### src/lattice_pkg.sv
`default_nettype none

package lattice_pkg;

    typedef logic [4:0] coord_t; // i or j inside one measurement round
    typedef logic [7:0] layer_t; // k, the measurement round

    // field order sets the root priority, smaller packed value wins
    typedef struct packed {
        layer_t k;
        coord_t i;
        coord_t j;
    } addr_t;

    typedef logic [1:0] cost_t; // boundary cost and boundary growth counter

    // builds a node address from its lattice coordinates
    function automatic addr_t make_addr(input int k, input int i, input int j);
        addr_t a;
        a.k = layer_t'(k);
        a.i = coord_t'(i);
        a.j = coord_t'(j);
        return a;
    endfunction

endpackage

`default_nettype wire
### src/protocol_pkg.sv
`default_nettype none

package protocol_pkg;

    // global decoder stage, broadcast to every node
    typedef enum logic [2:0] {
        idle                = 3'd0,
        spread_cluster      = 3'd1,
        grow_boundary       = 3'd2,
        sync_is_odd_cluster = 3'd3,
        measurement_loading = 3'd4
    } stage_e;

    // message sent toward the root a node has joined
    typedef struct packed {
        lattice_pkg::addr_t receiver;
        logic               is_odd_cardinality;   // sender flips the root cardinality
        logic               is_touching_boundary; // sender reached a boundary
    } direct_msg_t;

endpackage

`default_nettype wire

### src/processing_unit.sv
`timescale 1ns/1ps
`default_nettype none

module processing_unit #(
    parameter int I = 0,
    parameter int J = 0,
    parameter int K = 0,
    parameter int CODE_DISTANCE_Z = 12,
    parameter int BOUNDARY_COST_Z = 2,
    parameter int BOUNDARY_COST_UD = 2,
    parameter int NEIGHBOR_COUNT = 6,
    parameter int DIRECT_CHANNEL_COUNT = 3
) (
    input  logic                            clk,
    input  logic                            reset,
    input  protocol_pkg::stage_e            stage_in,
    input  logic                            init_is_error_syndrome,
    input  logic [NEIGHBOR_COUNT-1:0]       neighbor_is_fully_grown,
    input  logic [NEIGHBOR_COUNT-1:0]       neighbor_is_odd_cluster,
    input  lattice_pkg::addr_t              neighbor_roots [NEIGHBOR_COUNT],
    output logic                            neighbor_increase,
    output protocol_pkg::direct_msg_t       direct_out_msg,
    output logic                            direct_out_valid,
    input  logic                            direct_out_is_full,
    input  protocol_pkg::direct_msg_t       direct_in_msgs [DIRECT_CHANNEL_COUNT],
    input  logic [DIRECT_CHANNEL_COUNT-1:0] direct_in_valid,
    output logic [DIRECT_CHANNEL_COUNT-1:0] direct_in_is_taken,
    output lattice_pkg::addr_t              old_root,
    output lattice_pkg::addr_t              updated_root,
    output logic                            is_error_syndrome,
    output logic                            is_odd_cluster,
    output logic                            is_touching_boundary,
    output logic                            is_odd_cardinality,
    output logic                            is_processing
);
    import lattice_pkg::*;
    import protocol_pkg::*;

    stage_e stage;
    logic   stage_entry;
    addr_t  new_root;     // combinational election result
    logic   root_changed; // only raised while spreading
    logic   next_touching;
    logic   gathered_odd, gathered_touching; // absorbed from messages to this node
    logic   msg_busy;

    stage_tracker i_stage_tracker (
        .clk         (clk),
        .reset       (reset),
        .stage_in    (stage_in),
        .stage       (stage),
        .stage_entry (stage_entry)
    );

    root_elect #(
        .I(I), .J(J), .K(K),
        .NEIGHBOR_COUNT(NEIGHBOR_COUNT)
    ) i_root_elect (
        .clk                     (clk),
        .reset                   (reset),
        .stage                   (stage),
        .stage_entry             (stage_entry),
        .neighbor_is_fully_grown (neighbor_is_fully_grown),
        .neighbor_roots          (neighbor_roots),
        .new_root                (new_root),
        .root_changed            (root_changed),
        .updated_root            (updated_root),
        .old_root                (old_root)
    );

    direct_msg_unit #(
        .I(I), .J(J), .K(K),
        .DIRECT_CHANNEL_COUNT(DIRECT_CHANNEL_COUNT)
    ) i_direct_msg_unit (
        .clk                  (clk),
        .reset                (reset),
        .stage                (stage),
        .new_root             (new_root),
        .root_changed         (root_changed),
        .is_error_syndrome    (is_error_syndrome),
        .is_touching_boundary (is_touching_boundary),
        .next_touching        (next_touching),
        .direct_in_msgs       (direct_in_msgs),
        .direct_in_valid      (direct_in_valid),
        .direct_in_is_taken   (direct_in_is_taken),
        .direct_out_msg       (direct_out_msg),
        .direct_out_valid     (direct_out_valid),
        .direct_out_is_full   (direct_out_is_full),
        .gathered_odd         (gathered_odd),
        .gathered_touching    (gathered_touching),
        .msg_busy             (msg_busy)
    );

    cluster_state #(
        .I(I), .J(J), .K(K),
        .CODE_DISTANCE_Z(CODE_DISTANCE_Z),
        .BOUNDARY_COST_Z(BOUNDARY_COST_Z),
        .BOUNDARY_COST_UD(BOUNDARY_COST_UD),
        .NEIGHBOR_COUNT(NEIGHBOR_COUNT)
    ) i_cluster_state (
        .clk                     (clk),
        .reset                   (reset),
        .stage                   (stage),
        .stage_entry             (stage_entry),
        .init_is_error_syndrome  (init_is_error_syndrome),
        .gathered_odd            (gathered_odd),
        .gathered_touching       (gathered_touching),
        .root_changed            (root_changed),
        .msg_busy                (msg_busy),
        .updated_root            (updated_root),
        .neighbor_is_odd_cluster (neighbor_is_odd_cluster),
        .is_error_syndrome       (is_error_syndrome),
        .is_odd_cardinality      (is_odd_cardinality),
        .is_touching_boundary    (is_touching_boundary),
        .next_touching           (next_touching),
        .is_odd_cluster          (is_odd_cluster),
        .neighbor_increase       (neighbor_increase),
        .is_processing           (is_processing)
    );

endmodule

`default_nettype wire

### src/cluster_state.sv
`timescale 1ns/1ps
`default_nettype none

module cluster_state #(
    parameter int I = 0,
    parameter int J = 0,
    parameter int K = 0,
    parameter int CODE_DISTANCE_Z = 12,
    parameter int BOUNDARY_COST_Z = 2,
    parameter int BOUNDARY_COST_UD = 2,
    parameter int NEIGHBOR_COUNT = 6
) (
    input  logic                      clk,
    input  logic                      reset,
    input  protocol_pkg::stage_e      stage,
    input  logic                      stage_entry,
    input  logic                      init_is_error_syndrome,
    input  logic                      gathered_odd,
    input  logic                      gathered_touching,
    input  logic                      root_changed,
    input  logic                      msg_busy,
    input  lattice_pkg::addr_t        updated_root,
    input  logic [NEIGHBOR_COUNT-1:0] neighbor_is_odd_cluster,
    output logic                      is_error_syndrome,
    output logic                      is_odd_cardinality,
    output logic                      is_touching_boundary,
    output logic                      next_touching,
    output logic                      is_odd_cluster,
    output logic                      neighbor_increase,
    output logic                      is_processing
);
    import lattice_pkg::*;
    import protocol_pkg::*;

    localparam addr_t own_addr = make_addr(K, I, J);
    // Z boundary on the first and last column, up-down boundary on the first round
    localparam bit    has_z   = (J == 0) || (J == CODE_DISTANCE_Z - 1);
    localparam bit    has_ud  = (K == 0);
    localparam cost_t cost_z  = cost_t'(BOUNDARY_COST_Z);
    localparam cost_t cost_ud = cost_t'(BOUNDARY_COST_UD);

    cost_t grown_z, grown_ud;  // boundary growth so far
    logic  odd_root;           // root of an odd cluster off the boundary
    logic  next_odd_cluster;
    logic  grow_now;
    logic  changed, changed_d; // neighbour-visible change, and its echo

    assign next_touching = is_touching_boundary
                        || (has_z && grown_z == cost_z)
                        || (has_ud && grown_ud == cost_ud)
                        || gathered_touching;

    assign odd_root = (updated_root == own_addr) && is_odd_cardinality && !is_touching_boundary;

    // entry takes the root's own verdict, later cycles flood it from neighbours
    assign next_odd_cluster = stage_entry ? odd_root
                                          : (is_odd_cluster || (|neighbor_is_odd_cluster));

    assign grow_now          = (stage == grow_boundary) && stage_entry && is_odd_cluster;
    assign neighbor_increase = grow_now; // one pulse per grow stage

    assign changed = root_changed
                  || ((stage == sync_is_odd_cluster) && (next_odd_cluster != is_odd_cluster));
    assign is_processing = changed || changed_d || msg_busy; // held one extra cycle

    always_ff @(posedge clk) begin
        if (reset) begin
            is_error_syndrome    <= 1'b0;
            is_odd_cardinality   <= 1'b0;
            is_touching_boundary <= 1'b0;
            is_odd_cluster       <= 1'b0;
            grown_z              <= '0;
            grown_ud             <= '0;
            changed_d            <= 1'b0;
        end else begin
            changed_d <= changed;
            case (stage)
                measurement_loading: begin
                    is_error_syndrome    <= init_is_error_syndrome;
                    is_odd_cardinality   <= init_is_error_syndrome; // single-node cluster
                    is_odd_cluster       <= init_is_error_syndrome;
                    is_touching_boundary <= 1'b0;
                    grown_z              <= '0;
                    grown_ud             <= '0;
                end
                spread_cluster: begin
                    is_touching_boundary <= next_touching;
                    is_odd_cardinality   <= is_odd_cardinality ^ gathered_odd;
                end
                grow_boundary: begin
                    if (grow_now) begin
                        if (has_z && grown_z < cost_z)
                            grown_z <= grown_z + cost_t'(1);
                        if (has_ud && grown_ud < cost_ud)
                            grown_ud <= grown_ud + cost_t'(1);
                    end
                end
                sync_is_odd_cluster: is_odd_cluster <= next_odd_cluster;
                default: ;
            endcase
        end
    end

endmodule

`default_nettype wire

### src/direct_msg_unit.sv
`timescale 1ns/1ps
`default_nettype none

module direct_msg_unit #(
    parameter int I = 0,
    parameter int J = 0,
    parameter int K = 0,
    parameter int DIRECT_CHANNEL_COUNT = 3
) (
    input  logic                            clk,
    input  logic                            reset,
    input  protocol_pkg::stage_e            stage,
    input  lattice_pkg::addr_t              new_root,
    input  logic                            root_changed,
    input  logic                            is_error_syndrome,
    input  logic                            is_touching_boundary,
    input  logic                            next_touching,
    input  protocol_pkg::direct_msg_t       direct_in_msgs [DIRECT_CHANNEL_COUNT],
    input  logic [DIRECT_CHANNEL_COUNT-1:0] direct_in_valid,
    output logic [DIRECT_CHANNEL_COUNT-1:0] direct_in_is_taken,
    output protocol_pkg::direct_msg_t       direct_out_msg,
    output logic                            direct_out_valid,
    input  logic                            direct_out_is_full,
    output logic                            gathered_odd,
    output logic                            gathered_touching,
    output logic                            msg_busy
);
    import lattice_pkg::*;
    import protocol_pkg::*;

    localparam addr_t own_addr = make_addr(K, I, J);

    logic                            spreading;
    logic [DIRECT_CHANNEL_COUNT-1:0] matched;    // valid and addressed to this node
    logic [DIRECT_CHANNEL_COUNT-1:0] odd_bits;
    logic [DIRECT_CHANNEL_COUNT-1:0] touch_bits;
    logic                            touch_changed, send_odd, send_touch;
    logic                            generate_msg, delivered;
    logic                            pending;    // own message waiting to leave
    direct_msg_t                     stored_msg;

    assign spreading = (stage == spread_cluster);

    genvar n;
    for (n = 0; n < DIRECT_CHANNEL_COUNT; n++) begin : g_in
        assign matched[n] = spreading && direct_in_valid[n] &&
                            (direct_in_msgs[n].receiver == own_addr);
        assign odd_bits[n]   = direct_in_msgs[n].is_odd_cardinality;
        assign touch_bits[n] = direct_in_msgs[n].is_touching_boundary;
    end

    assign direct_in_is_taken = matched; // others stay in their channel untaken
    assign gathered_odd       = ^(matched & odd_bits);  // odd count of odd senders flips parity
    assign gathered_touching  = |(matched & touch_bits);

    // own message toward the new root
    assign touch_changed = (next_touching != is_touching_boundary);
    assign send_odd      = root_changed && is_error_syndrome;
    assign send_touch    = (root_changed && next_touching) || touch_changed;
    assign generate_msg  = spreading && (root_changed || touch_changed);

    assign direct_out_valid = pending && spreading;
    assign delivered        = direct_out_valid && !direct_out_is_full;
    assign direct_out_msg   = stored_msg;
    assign msg_busy         = pending || (|direct_in_valid);

    always_ff @(posedge clk) begin
        if (generate_msg) begin // newest message replaces an unsent one
            stored_msg.receiver             <= new_root;
            stored_msg.is_odd_cardinality   <= send_odd;
            stored_msg.is_touching_boundary <= send_touch;
        end
    end

    always_ff @(posedge clk) begin
        if (reset)
            pending <= 1'b0;
        else if (stage == measurement_loading)
            pending <= 1'b0;   // a new syndrome drops stale traffic
        else if (generate_msg)
            pending <= 1'b1;
        else if (delivered)
            pending <= 1'b0;   // accepted when not full
    end

endmodule

`default_nettype wire

### src/root_elect.sv
`timescale 1ns/1ps
`default_nettype none

module root_elect #(
    parameter int I = 0,
    parameter int J = 0,
    parameter int K = 0,
    parameter int NEIGHBOR_COUNT = 6
) (
    input  logic                      clk,
    input  logic                      reset,
    input  protocol_pkg::stage_e      stage,
    input  logic                      stage_entry,
    input  logic [NEIGHBOR_COUNT-1:0] neighbor_is_fully_grown,
    input  lattice_pkg::addr_t        neighbor_roots [NEIGHBOR_COUNT],
    output lattice_pkg::addr_t        new_root,
    output logic                      root_changed,
    output lattice_pkg::addr_t        updated_root,
    output lattice_pkg::addr_t        old_root
);
    import lattice_pkg::*;
    import protocol_pkg::*;

    localparam addr_t own_addr = make_addr(K, I, J);
    localparam int depth = $clog2(NEIGHBOR_COUNT);
    localparam int leaves = 1 << depth; // tree padded to a power of two

    // heap layout, node n has children 2n+1 and 2n+2, leaves at the end
    addr_t node_addr  [2*leaves-1];
    logic  node_valid [2*leaves-1];

    genvar n;
    for (n = 0; n < leaves; n++) begin : g_leaf
        if (n < NEIGHBOR_COUNT) begin : g_used
            assign node_valid[leaves-1+n] = neighbor_is_fully_grown[n]; // only grown links count
            assign node_addr[leaves-1+n]  = neighbor_roots[n];
        end else begin : g_pad
            assign node_valid[leaves-1+n] = 1'b0;
            assign node_addr[leaves-1+n]  = updated_root;
        end
    end

    for (n = 0; n < leaves-1; n++) begin : g_node
        logic pick_left;
        assign pick_left = node_valid[2*n+1] &&
                           (!node_valid[2*n+2] || node_addr[2*n+1] <= node_addr[2*n+2]);
        assign node_valid[n] = node_valid[2*n+1] | node_valid[2*n+2];
        assign node_addr[n]  = pick_left ? node_addr[2*n+1] : node_addr[2*n+2];
    end

    // own root is the default, a neighbour must beat it strictly
    assign new_root = (node_valid[0] && node_addr[0] < updated_root) ? node_addr[0] : updated_root;
    assign root_changed = (stage == spread_cluster) && (new_root != updated_root);

    always_ff @(posedge clk) begin
        if (reset) begin
            updated_root <= own_addr;
            old_root     <= own_addr;
        end else begin
            case (stage)
                measurement_loading: begin
                    updated_root <= own_addr; // every node starts as its own root
                    old_root     <= own_addr;
                end
                spread_cluster: updated_root <= new_root; // commit election every cycle
                sync_is_odd_cluster: begin
                    if (stage_entry)
                        old_root <= updated_root; // published to neighbours next round
                end
                default: ;
            endcase
        end
    end

endmodule

`default_nettype wire

### src/stage_tracker.sv
`timescale 1ns/1ps
`default_nettype none

module stage_tracker (
    input  logic                 clk,
    input  logic                 reset,
    input  protocol_pkg::stage_e stage_in,
    output protocol_pkg::stage_e stage,
    output logic                 stage_entry
);
    import protocol_pkg::*;

    stage_e last_stage; // stage seen one cycle before

    always_ff @(posedge clk) begin
        if (reset) begin
            stage      <= idle;
            last_stage <= idle;
        end else begin
            stage <= stage_in; // one cycle of latency on every stage change
            // loading hands over as idle, so an idle right after it is no entry
            last_stage <= (stage == measurement_loading) ? idle : stage;
        end
    end

    assign stage_entry = (stage != last_stage); // first registered cycle of a stage

endmodule

`default_nettype wire

### config.mk
export PLATFORM = sky130hd
export DESIGN_NAME = processing_unit
export DESIGN_NICKNAME = d
export VERILOG_FILES = /design/src/lattice_pkg.sv /design/src/protocol_pkg.sv /design/src/processing_unit.sv /design/src/cluster_state.sv /design/src/direct_msg_unit.sv /design/src/root_elect.sv /design/src/stage_tracker.sv
export SDC_FILE = /design/constraint.sdc
export NUM_CORES = 1
export LEC_CHECK = 0
export ABC_AREA = 1
export CORE_MARGIN = 2
export CORE_UTILIZATION = 25
export CTS_CLUSTER_DIAMETER = 150
export DETAILED_ROUTE_END_ITERATION = 10
export DONT_BUFFER_PORTS = 1
export MAX_ROUTING_LAYER = met4
export PLACE_DENSITY = 0.37
export SETUP_SLACK_MARGIN = 0.05
export SLEW_MARGIN = 10
export SYNTH_ARGS = -nofsm -noshare
export SYNTH_HDL_FRONTEND = slang
export SYNTH_HIERARCHICAL = 1
export SYNTH_SLANG_ARGS = --single-unit
### constraint.sdc
create_clock -name clk -period 16.7 [get_ports clk]
set_input_delay 2.505 -clock clk [delete_from_list [all_inputs] [get_ports clk]]
set_output_delay 2.505 -clock clk [all_outputs]
set_load 0.01 [all_outputs]
# Word level (Yosys, flattened, before mapping)
# Cells that the tools add are included.
dict set report classes {
  shifts 0
  bitwise_logic 8
  muxes 22
  div_mod_pow 0
  mul 0
  n_addsub 2
  n_reduce_logical 61
  magnitude_cmp 8
  eq_ne 14
}
# operator n
set ops {}
lappend ops {{18-bit 2-to-1 mux} 8}
lappend ops {{18-bit less-or-equal comparator} 5}
lappend ops {{18-bit zero test} 4}
lappend ops {{18-bit case mux with 2 select lines} 2}
lappend ops {{1-bit logical AND} 23}
lappend ops {{18-bit less-than comparator} 1}
lappend ops {{18-bit inequality test} 1}
lappend ops {{1-bit logical OR} 15}
lappend ops {{2-bit 2-to-1 mux} 4}
lappend ops {{2-bit case mux with 2 select lines} 2}
lappend ops {{2-bit nonzero test} 4}
lappend ops {{1-bit zero test} 7}
lappend ops {{3-bit AND} 2}
lappend ops {{3-bit by 2-bit equality test with 1-bit output (second input constant)} 2}
lappend ops {{2-bit inequality test (second input constant)} 3}
lappend ops {{1-bit case mux with 2 select lines} 3}
lappend ops {{3-bit AND reduction} 2}
lappend ops {{3-bit OR reduction} 2}
lappend ops {{6-bit OR reduction} 1}
lappend ops {{1-bit OR} 5}
lappend ops {{2-bit by 1-bit adder with 2-bit output (second input constant)} 2}
lappend ops {{2-bit equality test (second input constant)} 2}
lappend ops {{2-bit less-than comparator (second input constant)} 2}
lappend ops {{3-bit by 1-bit equality test with 1-bit output (second input constant)} 1}
lappend ops {{9 further kinds} 12}
dict set report word_totals {
  ff_bits 72
  ramBits 0
  latchBits 0
  romBits 0
  word_cells 136
  input_bits 190
  output_inout_bits 66
  n_memories 0
}

# Depth between registers and ports, before layout
dict set report depth {
  depth_word 20
  depth_mapped 67
  ltp_nobuf 62
}

# Cells and area by module
# Netlist, hierarchy kept.
# module cells_per_inst area_each_um2 instances seq_area_each_um2
set by_module_without_submodules {}
lappend by_module_without_submodules {root_elect 1060 6607.6 1 720.7}
lappend by_module_without_submodules {direct_msg_unit 120 1076.0 1 620.6}
lappend by_module_without_submodules {cluster_state 97 596.8 1 180.2}
lappend by_module_without_submodules {stage_tracker 31 229.0 1 120.1}

# Worst setup path before layout
# Ideal clock, no wire load.
dict set report synth_path {
  kind {input to output}
  start {input port neighbor_roots[47] in the netlist's numbering}
  end {output port is_processing}
  cell_stages 56
  path_slack_ns 5.432
  arrival_time_ns 8.763
  required_ns 14.195
  n_path_buf 5
  cell_sequence {inv_1 ha_1 nand2_1 inv_1 o21bai_1 nand2_1 a21oi_1 nand2_2 nand2_4 nand2_4 buf_8 buf_12 o21ai_2 inv_1 ha_1 nand2_1 nor2_1 nand2_1 [20 not listed] inv_1 ha_1 a21oi_1 nor2_1 a211oi_1 o21a_1 o21ai_0 a21oi_2 a21boi_2 buf_4 nand3_1 nand3_1 nor2_1 nand3_2 nand2_1 inv_1 inv_1 nand3_1}
}
dict set report synth_between {
  elab_chain_len 20
}
# item line_no
set synth_lines {}
lappend synth_lines {{start: declaration} processing_unit.sv:20} ;# input lattice_pkg::addr_t neighbor_roots [NEIGHBOR_COUNT],
lappend synth_lines {{18-bit less-or-equal comparator} root_elect.sv:46} ;# (!node_valid[2*n+2] || node_addr[2*n+1] <= node_addr[2*n+2]);
lappend synth_lines {{1-bit logical OR} root_elect.sv:46}
lappend synth_lines {{1-bit logical AND} root_elect.sv:45} ;# assign pick_left = node_valid[2*n+1] &&
lappend synth_lines {{18-bit 2-to-1 mux (*)} root_elect.sv:48} ;# assign node_addr[n] = pick_left ? node_addr[2*n+1] : node_addr[2*n+2];
lappend synth_lines {{18-bit less-or-equal comparator} root_elect.sv:46}
lappend synth_lines {{1-bit logical OR} root_elect.sv:46}
lappend synth_lines {{1-bit logical AND} root_elect.sv:45}
lappend synth_lines {{18-bit 2-to-1 mux (*)} root_elect.sv:48}
lappend synth_lines {{[4 not listed]} --}
lappend synth_lines {{18-bit less-than comparator} root_elect.sv:52} ;# assign new_root = (node_valid[0] && node_addr[0] < updated_root) ? node_addr[0] : updated_root;
lappend synth_lines {{1-bit logical AND} root_elect.sv:52}
lappend synth_lines {{18-bit 2-to-1 mux (*)} root_elect.sv:52}
lappend synth_lines {{18-bit inequality test (*)} root_elect.sv:53} ;# assign root_changed = (stage == spread_cluster) && (new_root != updated_root);
lappend synth_lines {{1-bit logical AND (*)} root_elect.sv:53}
lappend synth_lines {{net root_changed} processing_unit.sv:42} ;# logic root_changed;
lappend synth_lines {{1-bit logical OR (*)} cluster_state.sv:63} ;# || ((stage == sync_is_odd_cluster) && (next_odd_cluster != is_odd_cluster));
lappend synth_lines {{1-bit logical OR (*) (2 in a row)} cluster_state.sv:64} ;# assign is_processing = changed || changed_d || msg_busy;
lappend synth_lines {{end: declaration} processing_unit.sv:34} ;# output logic is_processing
# Mark *: on every way through the listed nets, which the timed path passes. The rest lies on a longest branch.

# Worst setup path after layout
# Ends and elaborated chain as after synthesis.

==> reports/summary.txt <==
global-route wire length before repair: 43.7 mm
flops & latches, synth: 72
gpl congestion: 0.813
number of cells on the critical path: 50
clock network fraction of design power: 23.9%
Crit Path Max Fanout: 30
beginning of the worst hold path: i_cluster_state/grown_z[0]$_SDFFE_PP0P_
critical path buffer and inverter count: 8
Final Util: 27.3%
final setup violation count: 0
CTS tree: yes
Post-route DRC: 0
post-synthesis area per instance: 6.51 um^2
Post-CTS Resized: 0
Final WS setup: 2.56 ns
Total GRT Usage: 16.0%
setup TNS: 0 ns
layout cells sized above 1: 11.8%
DRT Pass-1 Iters: 5
Max clock buf depth: 2
Peak Freq: 70.7 MHz
nets: 1584
GRT overflow: 0
fin crit share: 84.7%
max-cap violation count: 0
worst-skew pair later-pin latency: 0.33 ns
cell area after layout: 9160 um^2
Via density: 4.64
WL final: 27.8 mm
Worst Reg-to-Reg Cells: 35
Slew headroom: 40.0%
syn nets: 1607
die area: 35500 um^2
PwrDens: 92.9 nW/um^2
Pleak: 4.37 nW
CTS clk-pin slew, worst paths: 0.05 ns
Area Overhead vs Synth: 7.66%
most numerous cell in the Yosys netlist: nand2_1
Starting Density: 25.4%
met3 GRT Util: 2.85%
top cell type by total area after synthesis: ha_1
R2R Path Start: i_root_elect/updated_root[16]$_SDFFE_PP0P_
antenna cell count: 0
met2 global-route usage: 26.2%
CP Data Required Time: 14.20 ns
Sw Pwr: 0.000385 W
TritonCTS sink count: 72
top cells by area, synth: ha_1, nand2_1, dfxtp_1
VDD IR max: 0.0000524 V
WHS: 0.457 ns
Worst Setup Path Type: in -> out
vias in the first global route: 7806
Worst path slowest cell: a21oi_2
Final Slew Violations: 0
area of the core: 33500 um^2
Commonest cells post-synth: nand2_1, inv_1, ha_1
Gate Count Post-Synth: 1308
synth unique cells: 51
nature of the critical path endpoint: output pin
Post-synth EDFFs: 20
Die Ht: 188 um
Post-Route Skew: 0.00655 ns
Main synth FF type: dfxtp_1
global route hottest layer: met2
Pint: 0.000466 W
number of CTS-inserted buffers: 9
fraction of registers with async set/reset: 0%
Final HPWL DP: 23.5 mm
DR iter-0 viols: 396
min Tclk post-route: 14.14 ns
Post-CTS Repair Setup Buffers: 0
dpl ws: 2.55 ns
DRT antenna net count: 0
DP Area: 8840 um^2
combinational power share: 51.3%
CP Launch Point: neighbor_roots[47]
sequential element share of the synthesized area: 19.3%
largest net degree at the start of global routing: 49
Cell Area, Synth: 8510 um^2
Worst Setup Start Kind: input pin
Row Count: 67
Crit path top cell by count: nand2_1
switching part of the total: 45.2%
area share of the largest cell type after synthesis: 16.0%
H-tree depth: 3
worst hold path depth: 1
Worst path max stage delay: 0.69 ns
initial antenna violation count: 0
I/O Buffers: 0
delay-heaviest family, CP: compound AO/OA/AOI/OAI gates
WL/cell: 16.0 um
overall die width: 188 um
RSZ-0062 raised after global routing: no
Final Hold Vio Count: 0
actual slew at the worst max-slew pin: 0.899 ns
Hold Path Class: reg -> reg
M1 GR Usage: 21.1%
Worst Path Arrival: 11.63 ns
Reg power frac: 24.8%
I/O pin count: 256
yosys warns: 6
status: finished clean
vias after detailed routing: 8070
Hold-fix buffers, CTS: 0
CTS Root Cell: clkbuf_16
## power by group through the flow
stage | Combinational, W | Sequential (W) | Clock (W)
after global routing | 0.000500 | 0.000213 | 0.000217
after floorplan | 0.000359 | 0.000209 | 0
after global placement | 0.000437 | 0.000216 | 0
after CTS | 0.000442 | 0.000212 | 0.000210
after detailed placement | 0.000440 | 0.000215 | 0
final | 0.000437 | 0.000211 | 0.000203
## routing by layer
metal	vias up	part of all wire (%)
li1	4222	-
met1	3647	48
met2	191	46
met3	10	5.2
met4	0	0.38
met5	-	0
## cells in the final DEF, fill, tap and decap left out, types with 9 or more instances in the layout
cell type / n
nand3_2: 16
ha_1: 109
o21ai_2: 38
nor2_1: 108
nand4_1: 32
o21ai_0: 17
clkbuf_16: 9
o21a_1: 10
nand3_1: 96
nand2_2: 29
nand2_1: 352
inv_2: 10
o211ai_1: 9
inv_1: 197
dfxtp_1: 52
nor2_2: 13
o21ai_1: 10
edfxtp_1: 20
a21oi_1: 86
## final timing paths
kind	slack [ns]	end
max	2.56	is_processing
min	0.46	i_cluster_state/grown_z[0]$_SDFFE_PP0P_
max reg2reg	9.15	i_direct_msg_unit/direct_out_msg[13]$_DFFE_PP_
min reg2reg	0.46	i_cluster_state/grown_z[0]$_SDFFE_PP0P_
## sequential cells by signal, indices dropped and copies added, names as in the netlist, 2 cells and up
signal and cells:
i_direct_msg_unit/direct_out_msg 20, i_root_elect/old_root 18, i_root_elect/updated_root 18, i_stage_tracker/last_stage 3
i_stage_tracker/stage 3, i_cluster_state/grown_ud 2, i_cluster_state/grown_z 2
## cell families (layout without fill, tap and decap cells)
kind of cell,count (synthesis),in the layout,share of synthesized area [%]
flip-flops,72,72,19.3
AND/OR/NAND/NOR,674,674,36.5
buffers and inverters,247,229,12.3
adder cells (fa/ha/maj),109,109,16.0
AO/OA/AOI/OAI,204,204,15.6
XOR/XNOR,2,2,0.206
## through the flow
step	power, W	std cells
finish	0.000851	1738
global route	0.000930	1738
CTS	0.000864	1738
detailed placement	0.000655	1722
global placement	0.000653	1722
floorplan	0.000567	1308
## final cells by class
cell class,instances,area (um^2)
clock inverter,6,83.8
sequential,72,1640
multi-input combinational,989,5840
clock buffer,10,229
inverter,210,788
fill,3836,24400
tap,448,561
timing repair buffer,3,22.5
No activity file was read; power rests on OpenSTA's default activity.
